### src/source/icache_pkg.sv
`default_nettype none

package icache_pkg;

    localparam int WORDS_PER_LINE = 8;
    localparam int OFFSET_BITS = 5;     // 32-byte lines
    localparam int WAYS = 2;            // one lru bit per set only covers two ways

    typedef logic [31:0] addr_t;
    typedef logic [31:0] inst_t;
    typedef logic [32*WORDS_PER_LINE-1:0] line_t;  // word k at bits 32k+31:32k

    // pick the instruction word of a line that pc points at
    function automatic inst_t word_of(line_t line, addr_t pc);
        return line[32*pc[OFFSET_BITS-1:2] +: 32];
    endfunction

endpackage

`default_nettype wire

### src/source/inst_pair_if.sv
`timescale 1ns/1ps
`default_nettype none

interface inst_pair_if
    import icache_pkg::*;
();

    logic  valid;
    addr_t pc;
    inst_t inst0;   // word at pc
    inst_t inst1;   // word at pc+4
    logic  ready;

    modport core (
        output valid,
        output pc,
        output inst0,
        output inst1,
        input  ready
    );

    modport buffer (
        input  valid,
        input  pc,
        input  inst0,
        input  inst1,
        output ready
    );

endinterface

`default_nettype wire

### src/source/inst_pair_buffer.sv
`timescale 1ns/1ps
`default_nettype none

module inst_pair_buffer
    import icache_pkg::*;
(
    input  logic  clk,
    input  logic  reset,
    input  logic  flush,
    inst_pair_if.buffer pair,
    output logic  out_valid,
    input  logic  out_ready,
    output addr_t out_pc,
    output inst_t out_inst0,
    output inst_t out_inst1
);

    addr_t pc_mem [2];
    inst_t inst0_mem [2];
    inst_t inst1_mem [2];
    logic wr_ptr;
    logic rd_ptr;
    logic [1:0] count;
    logic push;
    logic pop;

    assign pair.ready = count != 2'd2;
    assign push = pair.valid && pair.ready;
    assign pop = out_valid && out_ready;

    always_ff @(posedge clk) begin
        if (reset || flush) begin
            count <= 2'd0;
            wr_ptr <= 1'b0;
            rd_ptr <= 1'b0;
        end else begin
            if (push) wr_ptr <= !wr_ptr;
            if (pop) rd_ptr <= !rd_ptr;
            case ({push, pop})
                2'b10: count <= count + 2'd1;
                2'b01: count <= count - 2'd1;
                default: count <= count;   // none, or one in and one out
            endcase
        end
    end

    always_ff @(posedge clk) begin
        if (push) begin
            pc_mem[wr_ptr] <= pair.pc;
            inst0_mem[wr_ptr] <= pair.inst0;
            inst1_mem[wr_ptr] <= pair.inst1;
        end
    end

    assign out_valid = count != 2'd0;
    assign out_pc = pc_mem[rd_ptr];
    assign out_inst0 = inst0_mem[rd_ptr];
    assign out_inst1 = inst1_mem[rd_ptr];

endmodule

`default_nettype wire

### src/flat_wrapper.sv
// flat-port wrapper written by rule: the top's interface ports become plain ports
module inst_pair_buffer_flat import icache_pkg::*;
  (clk, reset, flush, out_valid, out_ready, out_pc, out_inst0, out_inst1, pair_valid, pair_pc, pair_inst0, pair_inst1, pair_ready);
  inst_pair_if pair_i ();
  input  logic clk;
  input  logic reset;
  input  logic flush;
  output logic out_valid;
  input  logic out_ready;
  output addr_t out_pc;
  output inst_t out_inst0;
  output inst_t out_inst1;
  input wire logic [$bits(pair_i.valid)-1:0] pair_valid;
  input wire logic [$bits(pair_i.pc)-1:0] pair_pc;
  input wire logic [$bits(pair_i.inst0)-1:0] pair_inst0;
  input wire logic [$bits(pair_i.inst1)-1:0] pair_inst1;
  output wire logic [$bits(pair_i.ready)-1:0] pair_ready;
  assign pair_i.valid = pair_valid;
  assign pair_i.pc = pair_pc;
  assign pair_i.inst0 = pair_inst0;
  assign pair_i.inst1 = pair_inst1;
  assign pair_ready = pair_i.ready;
  inst_pair_buffer u_core (.clk(clk), .reset(reset), .flush(flush), .pair(pair_i), .out_valid(out_valid), .out_ready(out_ready), .out_pc(out_pc), .out_inst0(out_inst0), .out_inst1(out_inst1));
endmodule
### config.mk
export PLATFORM = sky130hd
export DESIGN_NAME = inst_pair_buffer_flat
export DESIGN_NICKNAME = d
export VERILOG_FILES = /design/src/source/icache_pkg.sv /design/src/source/inst_pair_if.sv /design/src/source/inst_pair_buffer.sv /design/src/flat_wrapper.sv
export SDC_FILE = /design/constraint.sdc
export NUM_CORES = 1
export LEC_CHECK = 0
export ABC_AREA = 1
export ABC_CLOCK_PERIOD_IN_PS = 13630
export BUFFER_PORTS_ARGS = -buffer_cell sky130_fd_sc_hd__buf_4
export CAP_MARGIN = 20
export CORE_AREA = 2 2 118 120
export DETAILED_ROUTE_END_ITERATION = 8
export DIE_AREA = 0 0 120 122
export GPL_TIMING_DRIVEN = 0
export PLACE_DENSITY = 0.95
export SLEW_MARGIN = 20
export SYNTH_ARGS = -nofsm -noshare
export SYNTH_HDL_FRONTEND = slang
export SYNTH_SLANG_ARGS = --single-unit
### constraint.sdc
create_clock -name clk -period 13.63 [get_ports clk]
set_clock_uncertainty 0.15 [all_clocks]
set_input_delay 0.6815 -clock clk [delete_from_list [all_inputs] [get_ports clk]]
set_output_delay 0.6815 -clock clk [all_outputs]
set_load 0.02 [all_outputs]
======== Word level (Yosys, flattened, before mapping) ========
Memory sizes are Yosys's and may differ from the RTL's. A register that Yosys moved wholly into a read port is not among the register bits.
Index checks and enable logic that the tools add are counted.
operators by class
  add/subtract/negate cells ............... 2
  multipliers ............................. 0
  div/mod/pow operators ................... 0
  $lt $le $gt $ge ......................... 0
  eq/ne operators ......................... 3
  shift-type cells ........................ 0
  mux-type cells .......................... 9
  bitwise logic cells ..................... 0
  reduce and logical (&&, ||, !) cells .... 7
operators with widths
  kind                                              count
  two-way mux 1 bit                                 8
  case mux 2 bit (2 select lines)                   1
  nonzero test 2 bit                                2
  adder 2 x 1 -> 2 bit, second input constant       1
  == test 2 x 1 -> 1 bit, second input constant     1
  == test 2 bit, second input constant              1
  logical AND 1 bit                                 2
  zero test 1 bit                                   2
  != test 2 bit, second input constant              1
  subtractor 2 x 1 -> 2 bit, second input constant  1
  logical OR 1 bit                                  1
storage, ports and cells
  register bits after elaboration ......... 4
  bits in latches ......................... 0
  memory bits (writable) .................. 192
  memory bits (read-only) ................. 0
  output and inout port bits .............. 98
  word-level logic and storage cells ...... 27
  memories ................................ 3
memory list
  memory            words  width  rd ports  clocked after memory_dff  wr ports  line                    text
  u_core.inst0_mem  2      32     1         1                         1         inst_pair_buffer.sv:19  inst_t inst0_mem [2];
  u_core.inst1_mem  2      32     1         1                         1         inst_pair_buffer.sv:20  inst_t inst1_mem [2];
  u_core.pc_mem     2      32     1         1                         1         inst_pair_buffer.sv:18  addr_t pc_mem [2];

======== Depth between registers and ports, before layout ========
  depth after elaboration ................. 4
  mapped depth ............................ 10

======== Worst setup path after synthesis ========
No wires, ideal clock.
  kind .................................... input-to-reg
  start ................................... in pair_valid
  end ..................................... mem u_core.inst0_mem[1][0] in the netlist's numbering (enable)
  setup time .............................. 0.553 ns
  data arrival time ....................... 4.817 ns
  required time ........................... 12.927 ns
  path slack .............................. 8.110 ns
  stages .................................. 2
  cells stage by stage .................... nand2_1 nor2_1
between the ends
  longest elaborated chain between the ends .. 3
ends and longest elaborated chain
  what                                     line                    text
  from (decl)                              flat_wrapper.sv:13      input wire logic [$bits(pair_i.valid)-1:0] pair_valid;
  logical AND 1 bit                        inst_pair_buffer.sv:28  assign push = pair.valid && pair.ready;
  two-way mux 1 bit                        inst_pair_buffer.sv:48  if (push) begin
  two-way mux 1 bit (not written as such)  inst_pair_buffer.sv:50  inst0_mem[wr_ptr] <= pair.inst0;
  to (decl)                                inst_pair_buffer.sv:19
No other way between the ends.

==> metrics <==
Post-DP HPWL 9610 um; first-pass GRT wire length around 20000 um; Min Hold Slack approximately 280 ps; WL final between 10000 and 15000 um; syn_nets 439; first drt pass iteration count 6; Max Slew Vio Count 0; most frequent cells in the layout buf_4, edfxtp_1, mux2_2; Post-DRT Antenna Nets 0; crit-path max FO 10; post-CTS setup buffers 0; Sum Neg Setup Slack 0 ps; met1 Use GR 0.205; Yosys top cell by area edfxtp_1; Period minus WS final 2530 ps; Die X 120 um; DR vias roughly 3800; Worst-path clk slew 70 ps; GR Overflow Total 0; fraction of layout cells with a size suffix above 1 0.598; chip height 122 um; WL/cell 18.0 um; worst skew pair latency 420 ps; PortBufs 198; top-area cell type share of the netlist area 0.783; CTS buffer count 17; GRT Total Usage 0.187; CTS H-Tree Depth 4; Hold Buf Count CTS 0; CTS tree done; P per Cell Area 134 nW/um2; GR peak layer met2; Critical Setup Path Class reg -> out; clock tree buffer depth 2; most common cell after layout, fill and taps aside buf_4; max frequency 396 MHz; maximum VDD drop 0.100 mV; leakage 3.79 nW; Cell variety after synth 15; Iter 0 DRT Violations 206; Initial Util 0.546; Final GP Congestion 0.684; Root Buffer clkbuf_16; filler instances around 800; largest net degree at the start of global routing 24; std cell rows 43; initial antenna violation count 0; Worst Tran Pin Value 522 ps; slew margin rel. 0.652; min-delay worst type in -> reg; IO Count 199; CP arrival between 1500 and 2000 ps; yosys warns 0; vias in the first global route 4026; clk sink count 197; # resized after CTS 0; Nets 664; GR Util met2 0.334; Ant. Diodes 0; # setup viols final 0; outcome finished clean; RSZ-0062 raised after global routing false; Area Growth Syn to Fin 34.3%; Gate Count Post-Synth 337; crit start category register; Final period util 0.185; MaxCap Viol Count 0; # DRC 0; Syn Area/Cell 21.9 um2; core box area roughly 14000 um2; Yosys reg bits slightly below 200; sequential area share after synthesis 0.796; synthesized area ~7400 um2; Area contributors post-synth edfxtp_1, mux2_2, mux2_4; met3 usage 0.0637; final hold vios 0; Worst Setup End Kind output pin; Critical Path RT 12800 ps; die area 14600 um2; vias per cell approximately 5
-- final timing paths --
path / startpoint / to / slack [ps] / cells past startpoint
worst max-delay path: register / out_inst0[23] / 11100 / 4
worst min-delay path: pair_pc[5] / u_core.pc_mem[0][5] / 280 / 1
worst max register to register: u_core.count[0] / u_core.inst1_mem[1][28] / 11550 / 6
worst min register to register: u_core.rd_ptr / u_core.rd_ptr / 370 / 2
-- per-stage QoR --
stage | utilization | instances | worst slack [ps] | total power (W) | instance area [um2]
2_1_floorplan | - | 337 | 8110 | 0.000786 | 7370
3_3_place_gp | 0.672 | 715 | 6250 | 0.000850 | 9080
3_5_place_dp | 0.690 | 723 | 11290 | 0.000859 | 9310
4_1_cts | 0.732 | 755 | 11060 | 0.00134 | 9890
5_1_grt | 0.732 | 755 | 11020 | 0.00137 | 9890
6_report | 0.732 | 755 | 11100 | 0.00133 | 9890
-- kinds of logic (layout without fill, tap and decap cells) --
| family | after synthesis | count (layout) | share of synthesized area |
|---|---|---|---|
| DFF | 197 | 197 | 0.796 |
| buffers and inverters | 18 | 256 | 0.0214 |
| muxes | 96 | 96 | 0.167 |
| AOI/OAI and AO/OA | 3 | 3 | 0.00204 |
| adders and majority gates | 1 | 1 | 0.00170 |
| and+or+nand+nor | 22 | 22 | 0.0116 |
-- layout make-up --
type | count | area (um2) | area share
clock buffers | 18 | 429 | 0.0434
multi-input cells | 122 | 1360 | 0.137
repair buffers | 206 | 1710 | 0.173
plain buffers | 11 | 131 | 0.0133
inverters | 7 | 26.3 | 0.00266
well taps | 180 | 225 | 0.0228
flip-flops and latches | 197 | 5870 | 0.593
clock inverters | 14 | 148 | 0.0149
-- synthesized netlist by cell type --
cell / n
dfxtp_1: 5
nand4_1: 1
buf_12: 4
a21oi_1: 1
ha_1: 1
nor2_1: 11
edfxtp_1: 192
buf_6: 1
inv_1: 7
o21ai_0: 2
mux2_4: 40
mux2_2: 56
buf_2: 5
nand2_1: 10
buf_8: 1
-- report_power, final --
part	leakage (nW)	switching, W	internal (W)
sequential	1.84	0.00000694	0.000695
combinational	1.67	0.0000695	0.0000736
clock	0.278	0.000211	0.000272
-- metal layers --
layer / wire length [um] / share of wire / up-vias
met2: 7350 / 0.54 / 141
li1: - / - / 1765
met1: 4950 / 0.36 / 1861
met4: 235 / 0.017 / 0
met3: 1030 / 0.076 / 19
met5: 0 / 0 / -
-- sequential cells by signal (all words and copies together), names as in the netlist, named ones only --
register / flops
u_core.inst0_mem: 64
u_core.rd_ptr: 1
u_core.pc_mem: 64
u_core.wr_ptr: 1
u_core.count: 2
u_core.inst1_mem: 64
-- critical path, stage by stage (launching register included) --
cell and delay [ps]:
dfxtp_1 330, buf_6 130, buf_2 260, mux2_2 390, buf_4 160
(Power assumes the default switching activity.)
