**src/source/icache_pkg.sv**
```systemverilog
`default_nettype none

package icache_pkg;

    localparam int WORDS_PER_LINE = 8;
    localparam int OFFSET_BITS = 5;     // 32-byte lines
    localparam int WAYS = 2;            // one lru bit per set only covers two ways

    typedef logic [31:0] addr_t;
    typedef logic [31:0] inst_t;
    typedef logic [32*WORDS_PER_LINE-1:0] line_t;  // word k at bits 32k+31:32k

    // pick the instruction word of a line that pc points at
    function automatic inst_t word_of(line_t line, addr_t pc);
        return line[32*pc[OFFSET_BITS-1:2] +: 32];
    endfunction

endpackage

`default_nettype wire

```
**src/source/fetch_lookup_if.sv**
```systemverilog
`timescale 1ns/1ps
`default_nettype none

interface fetch_lookup_if
    import icache_pkg::*;
();

    logic  lookup_en;    // array read starts on this edge
    addr_t lookup_pc;
    logic  pair_valid;   // request sitting in compare
    addr_t pair_pc;
    logic  advance;      // compare slot frees up this cycle

    modport stage (
        output lookup_en,
        output lookup_pc,
        output pair_valid,
        output pair_pc,
        input  advance
    );

    modport core (
        input  lookup_en,
        input  lookup_pc,
        input  pair_valid,
        input  pair_pc,
        output advance
    );

endinterface

`default_nettype wire

```
**src/source/fetch_request_stage.sv**
```systemverilog
`timescale 1ns/1ps
`default_nettype none

module fetch_request_stage
    import icache_pkg::*;
(
    input  logic  clk,
    input  logic  reset,
    input  logic  flush,
    input  logic  req_valid,
    input  addr_t req_pc,
    output logic  req_ready,
    fetch_lookup_if.stage lookup
);

    logic  out_of_reset;
    logic  accept;
    logic  held;
    addr_t held_pc;

    always_ff @(posedge clk) begin
        if (reset) begin
            out_of_reset <= 1'b0;
        end else begin
            out_of_reset <= 1'b1;   // one dead cycle after reset
        end
    end

    // the core raises advance also when the compare slot is empty and it is idle
    assign req_ready = out_of_reset && !flush && lookup.advance;
    assign accept = req_valid && req_ready;

    assign lookup.lookup_en = accept;
    assign lookup.lookup_pc = req_pc;

    always_ff @(posedge clk) begin
        if (reset || flush) begin
            held <= 1'b0;
        end else if (accept) begin
            held <= 1'b1;
        end else if (lookup.advance) begin
            held <= 1'b0;
        end
    end

    always_ff @(posedge clk) begin
        if (accept) begin
            held_pc <= req_pc;
        end
    end

    assign lookup.pair_valid = held;
    assign lookup.pair_pc = held_pc;

endmodule

`default_nettype wire

```
**src/flat_wrapper.sv**
```systemverilog
// flat-port wrapper written by rule: the top's interface ports become plain ports
module fetch_request_stage_flat import icache_pkg::*;
  (clk, reset, flush, req_valid, req_pc, req_ready, lookup_lookup_en, lookup_lookup_pc, lookup_pair_valid, lookup_pair_pc, lookup_advance);
  fetch_lookup_if lookup_i ();
  input  logic clk;
  input  logic reset;
  input  logic flush;
  input  logic req_valid;
  input  addr_t req_pc;
  output logic req_ready;
  output wire logic [$bits(lookup_i.lookup_en)-1:0] lookup_lookup_en;
  output wire logic [$bits(lookup_i.lookup_pc)-1:0] lookup_lookup_pc;
  output wire logic [$bits(lookup_i.pair_valid)-1:0] lookup_pair_valid;
  output wire logic [$bits(lookup_i.pair_pc)-1:0] lookup_pair_pc;
  input wire logic [$bits(lookup_i.advance)-1:0] lookup_advance;
  assign lookup_lookup_en = lookup_i.lookup_en;
  assign lookup_lookup_pc = lookup_i.lookup_pc;
  assign lookup_pair_valid = lookup_i.pair_valid;
  assign lookup_pair_pc = lookup_i.pair_pc;
  assign lookup_i.advance = lookup_advance;
  fetch_request_stage u_core (.clk(clk), .reset(reset), .flush(flush), .req_valid(req_valid), .req_pc(req_pc), .req_ready(req_ready), .lookup(lookup_i));
endmodule
```
**config.mk**
```make
export PLATFORM = sky130hd
export DESIGN_NAME = fetch_request_stage_flat
export DESIGN_NICKNAME = d
export VERILOG_FILES = /design/src/source/icache_pkg.sv /design/src/source/fetch_lookup_if.sv /design/src/source/fetch_request_stage.sv /design/src/flat_wrapper.sv
export SDC_FILE = /design/constraint.sdc
export NUM_CORES = 1
export LEC_CHECK = 0
export ABC_AREA = 1
export BUFFER_PORTS_ARGS = -buffer_cell sky130_fd_sc_hd__buf_2
export CORE_MARGIN = 4
export CORE_UTILIZATION = 35
export CTS_BUF_LIST = sky130_fd_sc_hd__clkbuf_8
export DETAILED_ROUTE_END_ITERATION = 8
export PLACE_DENSITY = 0.76
export SYNTH_ARGS = -nofsm -noshare
export SYNTH_HDL_FRONTEND = slang
export SYNTH_SLANG_ARGS = --single-unit
export TNS_END_PERCENT = 50
```
**constraint.sdc**
```tcl
create_clock -name clk -period 1.5 [get_ports clk]
set_input_delay 0.3 -clock clk [delete_from_list [all_inputs] [get_ports clk]]
set_output_delay 0.3 -clock clk [all_outputs]
set_load 0.1 [all_outputs]
```
### After elaboration in Yosys (flattened, before gate mapping)

Index checks and enable logic that the tools add are counted.

| word-level totals | value |
|---|---|
| register bits | 34 |
| word-level logic and storage cells | 12 |

| cells by class | value |
|---|---|
| mux-type cells | 3 |
| reduce and logical (&&, ||, !) cells | 6 |

Operators with widths:

| kind | count |
|---|---|
| $logic_and A1 B1 Y1 | 3 |
| $mux W1 | 3 |
| $reduce_bool A2 Y1 | 1 |
| $logic_not A1 Y1 | 1 |
| $logic_or A1 B1 Y1 | 1 |

### Depth between registers and ports, before layout

| logic depth | value |
|---|---|
| depth in word-level cells | 5 |
| gate-level depth with buffers | 3 |
| gate-level depth less buffers | 3 |

### Worst setup path after synthesis

OpenSTA, ideal clock, no wires.

| timing path | value |
|---|---|
| kind | input to register |
| start point | in flush |
| end point | reg u_core.held_pc[0] (netlist: u_core.lookup.pair_pc[0]), enable pin |
| library setup time | 415 ps |
| arrival | 1674 ps |
| slack | -589 ps |
| stages | 3 |
| buffers on the path | 0 |
| path through | inv_1 nand4_1 inv_1 |

| between the ends | value |
|---|---|
| word-level cells in the longest chain between the ends | 4 |

Ends and longest elaborated chain:

| item | line | text |
|---|---|---|
| start: declaration | flat_wrapper.sv:7 | `input logic flush;` |
| $logic_not A1 Y1 | fetch_request_stage.sv:30 | `assign req_ready = out_of_reset && !flush && lookup.advance;` |
| $logic_and A1 B1 Y1 (2 in a row) | fetch_request_stage.sv:30 |  |
| $logic_and A1 B1 Y1 | fetch_request_stage.sv:31 | `assign accept = req_valid && req_ready;` |
| via lookup_lookup_en | flat_wrapper.sv:11 | `output wire logic [$bits(lookup_i.lookup_en)-1:0] lookup_lookup_en;` |
| end signal: assignment | fetch_request_stage.sv:48 | `held_pc <= req_pc;` |
| end: declaration | fetch_request_stage.sv:19 | `addr_t held_pc;` |

The timed path passes the listed nets, and every way through them passes these cells.
A chain may end at the register's enable or synchronous reset.

### Final worst setup path

| timing path | value |
|---|---|
| start point | reg u_core.out_of_reset |
| end point | out lookup_lookup_en |

| between the ends | value |
|---|---|
| word-level cells in the longest chain between the ends | 3 |

Ends and longest elaborated chain:

| item | line | text |
|---|---|---|
| start: declaration | fetch_request_stage.sv:16 | `logic out_of_reset;` |
| start signal: assignment | fetch_request_stage.sv:23 | `out_of_reset <= 1'b0;` |
| start signal: assignment | fetch_request_stage.sv:25 | `out_of_reset <= 1'b1;` |
| $logic_and A1 B1 Y1 (2 in a row) | fetch_request_stage.sv:30 |  |
| $logic_and A1 B1 Y1 | fetch_request_stage.sv:31 |  |
| end: declaration | flat_wrapper.sv:11 |  |

Every way passes these cells.

==> reports/results.tsv <==
stage	metric	value	unit
logic_synthesis	postSynthCellCount	76	
logic_synthesis	ys_seq_area_share	78.0	%
finish	area_growth	43.4	%
drt	ant_nets	0	
grt	antenna_found_initial	0	
finish	nets	198	
clock_tree	cts_made_buffers	5	
finish	drive_above_1_share	74.5	%
sta	grt_setup_unrepaired	yes	
critical_path	worstPathMaxFanout	2	
critical_path	worstPathCellList	nand4_1 -> clkinvlp_4 -> buf_12 -> buf_12	
sta	tightest_slew	498	ps
drt	first_pass_iters	3	
clock_tree	clk_latency	270	ps
placed_design	globalplace.congestion	0.641	
power_and_ir_drop	power	2.28	mW
drt	vias	827	
critical_path	crit_top_cell	buf_12	
clock_tree	clk_pin_slew	60	ps
sta	setup_tns	0	ps
critical_path	worstSetupStartpointType	flip-flop	
power_and_ir_drop	vdd_ir_drop_max	0.000414	V
floorplan	core	3440	um^2
critical_path	r2r_slack	120	ps
logic_synthesis	syn_area	1280	um^2
floorplan	ios	104	
run_status	status	complete, no violations	
grt	grt_pass1_vias	734	
logic_synthesis	synth_cell_types	8	
placed_design	preCtsSetupSlack	32.4	ps
sta	fin_crit	1480	ps
grt	grt_usage	10.9	%
critical_path	crit_buf_inv	3	
sta	fmax	675	MHz
critical_path	max_stage_delay	320	ps
placed_design	dp_hpwl	2200	um
clock_tree	h-tree-depth	2	
drt	drc	0	
drt	routedWlPerCell	13.5	um
finish	diodes	0	
grt	grt_pass1_wl	3460	um
sta	setup_violations	0	
min_path	hold_path.class	input port to flip-flop	
clock_tree	clock_sinks	34	
critical_path	cp.arrival	1180	ps
drt	drt_wl_total	2800	um
floorplan	start_util	37.3	%
logic_synthesis	syn_nets	113	
clock_tree	cts_tree	done	
sta	hold_viol_final	0	
sta	fin_worst_skew	3.57	ps
critical_path	crit_family	buffers and inverters	
clock_tree	cts_buffer_depth	2	
logic_synthesis	ys_seq_elements	34	
critical_path	crit_type	flip-flop to primary output	
critical_path	crit_path_end_kind	primary output	
drt	drt_first_iter_violations	39	
sta	slew_headroom	67.0	%
sta	post-route-period-util	98.8	%
logic_synthesis	yosys_warnings	0	
floorplan	rows	21	
placed_design	portBuffers	103	
drt	via_per_inst	4.00	
floorplan	die_x	68.6	um
grt	grt_max_degree	14	
floorplan	die-area	4700	um^2
sta	final-max-slew-violation-count	0	
clock_tree	root_buffer	clkbuf_8	
flow_run	max_cap_viol_count	0	
grt	grt-ovfl-total	0	
power_and_ir_drop	p_leak	0.850	nW
power_and_ir_drop	powerDensity	1240	nW/um^2
logic_synthesis	syn_area_per_cell	16.9	um^2
critical_path	cp_slowest_cell	dfxtp_2	
critical_path	crit_required	1200	ps
floorplan	die_h	68.6	um
sta	setup_slack	17.6	ps
==> path summary, 6_finish.rpt <==
kind                                                from                  endpoint  depth (start not counted)
worst max-delay path                 u_core.out_of_reset          lookup_lookup_en                          4
worst min-delay path                               reset       u_core.out_of_reset                          2
worst max register to register       u_core.out_of_reset  u_core.lookup.pair_pc[1]                          5
worst min register to register  u_core.lookup.pair_valid  u_core.lookup.pair_valid                          2
==> routing by layer <==
metal / vias up / track usage (%) / wire (um)
met5: - / 0 / 0
met4: 0 / 4.47 / 21
met3: 2 / 5.02 / 473
met2: 69 / 21.5 / 1500
met1: 357 / 8.99 / 807
li1: 399 / - / -
==> worst register-to-register path: cells and delay by family (launching register included) <==
family                 cells  cell delay [ps]
buffers and inverters      4              670
and+or+nand+nor            1              150
DFF                        1              320
==> repair_timing <==
| action | in CTS | in global routing |
|---|---|---|
| cloned | 1 | 0 |
| buffers inserted | 3 | 1 |
| pin swaps | 1 | 1 |
| hold buffers | 0 | 0 |
| gates resized for setup | 0 | 1 |
| hold endpoints to repair | 0 | 0 |
| endpoints found under the setup margin | 1 | 1 |
==> logic make-up (layout without fill, tap and decap cells) <==
logic type      count (synthesis)  count (layout)  synth area share (%)
compound gates                  1               1                 0.389
buf+inv                        37             122                  20.2
flops                          34              34                  78.0
simple gates                    4               4                  1.46
==> registers in the layout, summed over array words and instances (netlist names) <==
name,cells
u_core.out_of_reset,1
u_core.lookup.pair_pc,32
u_core.lookup.pair_valid,1
==> per-stage QoR <==
step	std cells	util [%]	hold WS, ps	area, um^2
3_5_place_dp	195	49.3	452	1700
2_1_floorplan	76	-	375	1290
3_3_place_gp	195	49.3	449	1700
5_1_grt	207	53.5	181	1840
4_1_cts	206	53.2	186	1830
6_report	207	53.5	182	1840
==> where the power goes <==
group	leakage, nW	switching [mW]	internal (mW)
Combinational	0.499	0.517	0.0947
Clock	0.0438	0.292	0.311
Sequential	0.307	0.00360	1.06
==> cell usage in the layout (no fill, tap or decap) <==
| cell type | Yosys | routed |
|---|---|---|
| clkbuf_8 | 0 | 5 |
| nand4_1 | 1 | 1 |
| clkinv_2 | 0 | 2 |
| buf_12 | 0 | 4 |
| inv_8 | 0 | 1 |
| a21oi_1 | 1 | 1 |
| buf_2 | 0 | 101 |
| buf_4 | 32 | 4 |
| dfxtp_1 | 2 | 1 |
| bufbuf_16 | 0 | 1 |
| clkinvlp_4 | 0 | 1 |
| nand2_1 | 2 | 2 |
| nand3_1 | 1 | 1 |
| dfxtp_2 | 0 | 1 |
| edfxtp_1 | 32 | 32 |
| inv_1 | 5 | 3 |
==> Yosys cell counts <==
cell      instances  area (um^2)
nand4_1           1         6.26
inv_1             5         18.8
a21oi_1           1         5.00
buf_4            32          240
dfxtp_1           2         40.0
nand2_1           2         7.51
edfxtp_1         32          961
nand3_1           1         5.00
==> area by class of cell <==
type                       count  area [um^2]
fill                         299         1600
clock buffer                   5         68.8
inverter                       5         30.0
clock inverter                 2         10.0
multi-input combinational      5         23.8
timing repair buffer         110          648
sequential                    34         1000
tap                           46         57.6
Note: power is estimated with default switching activity, not from simulation.
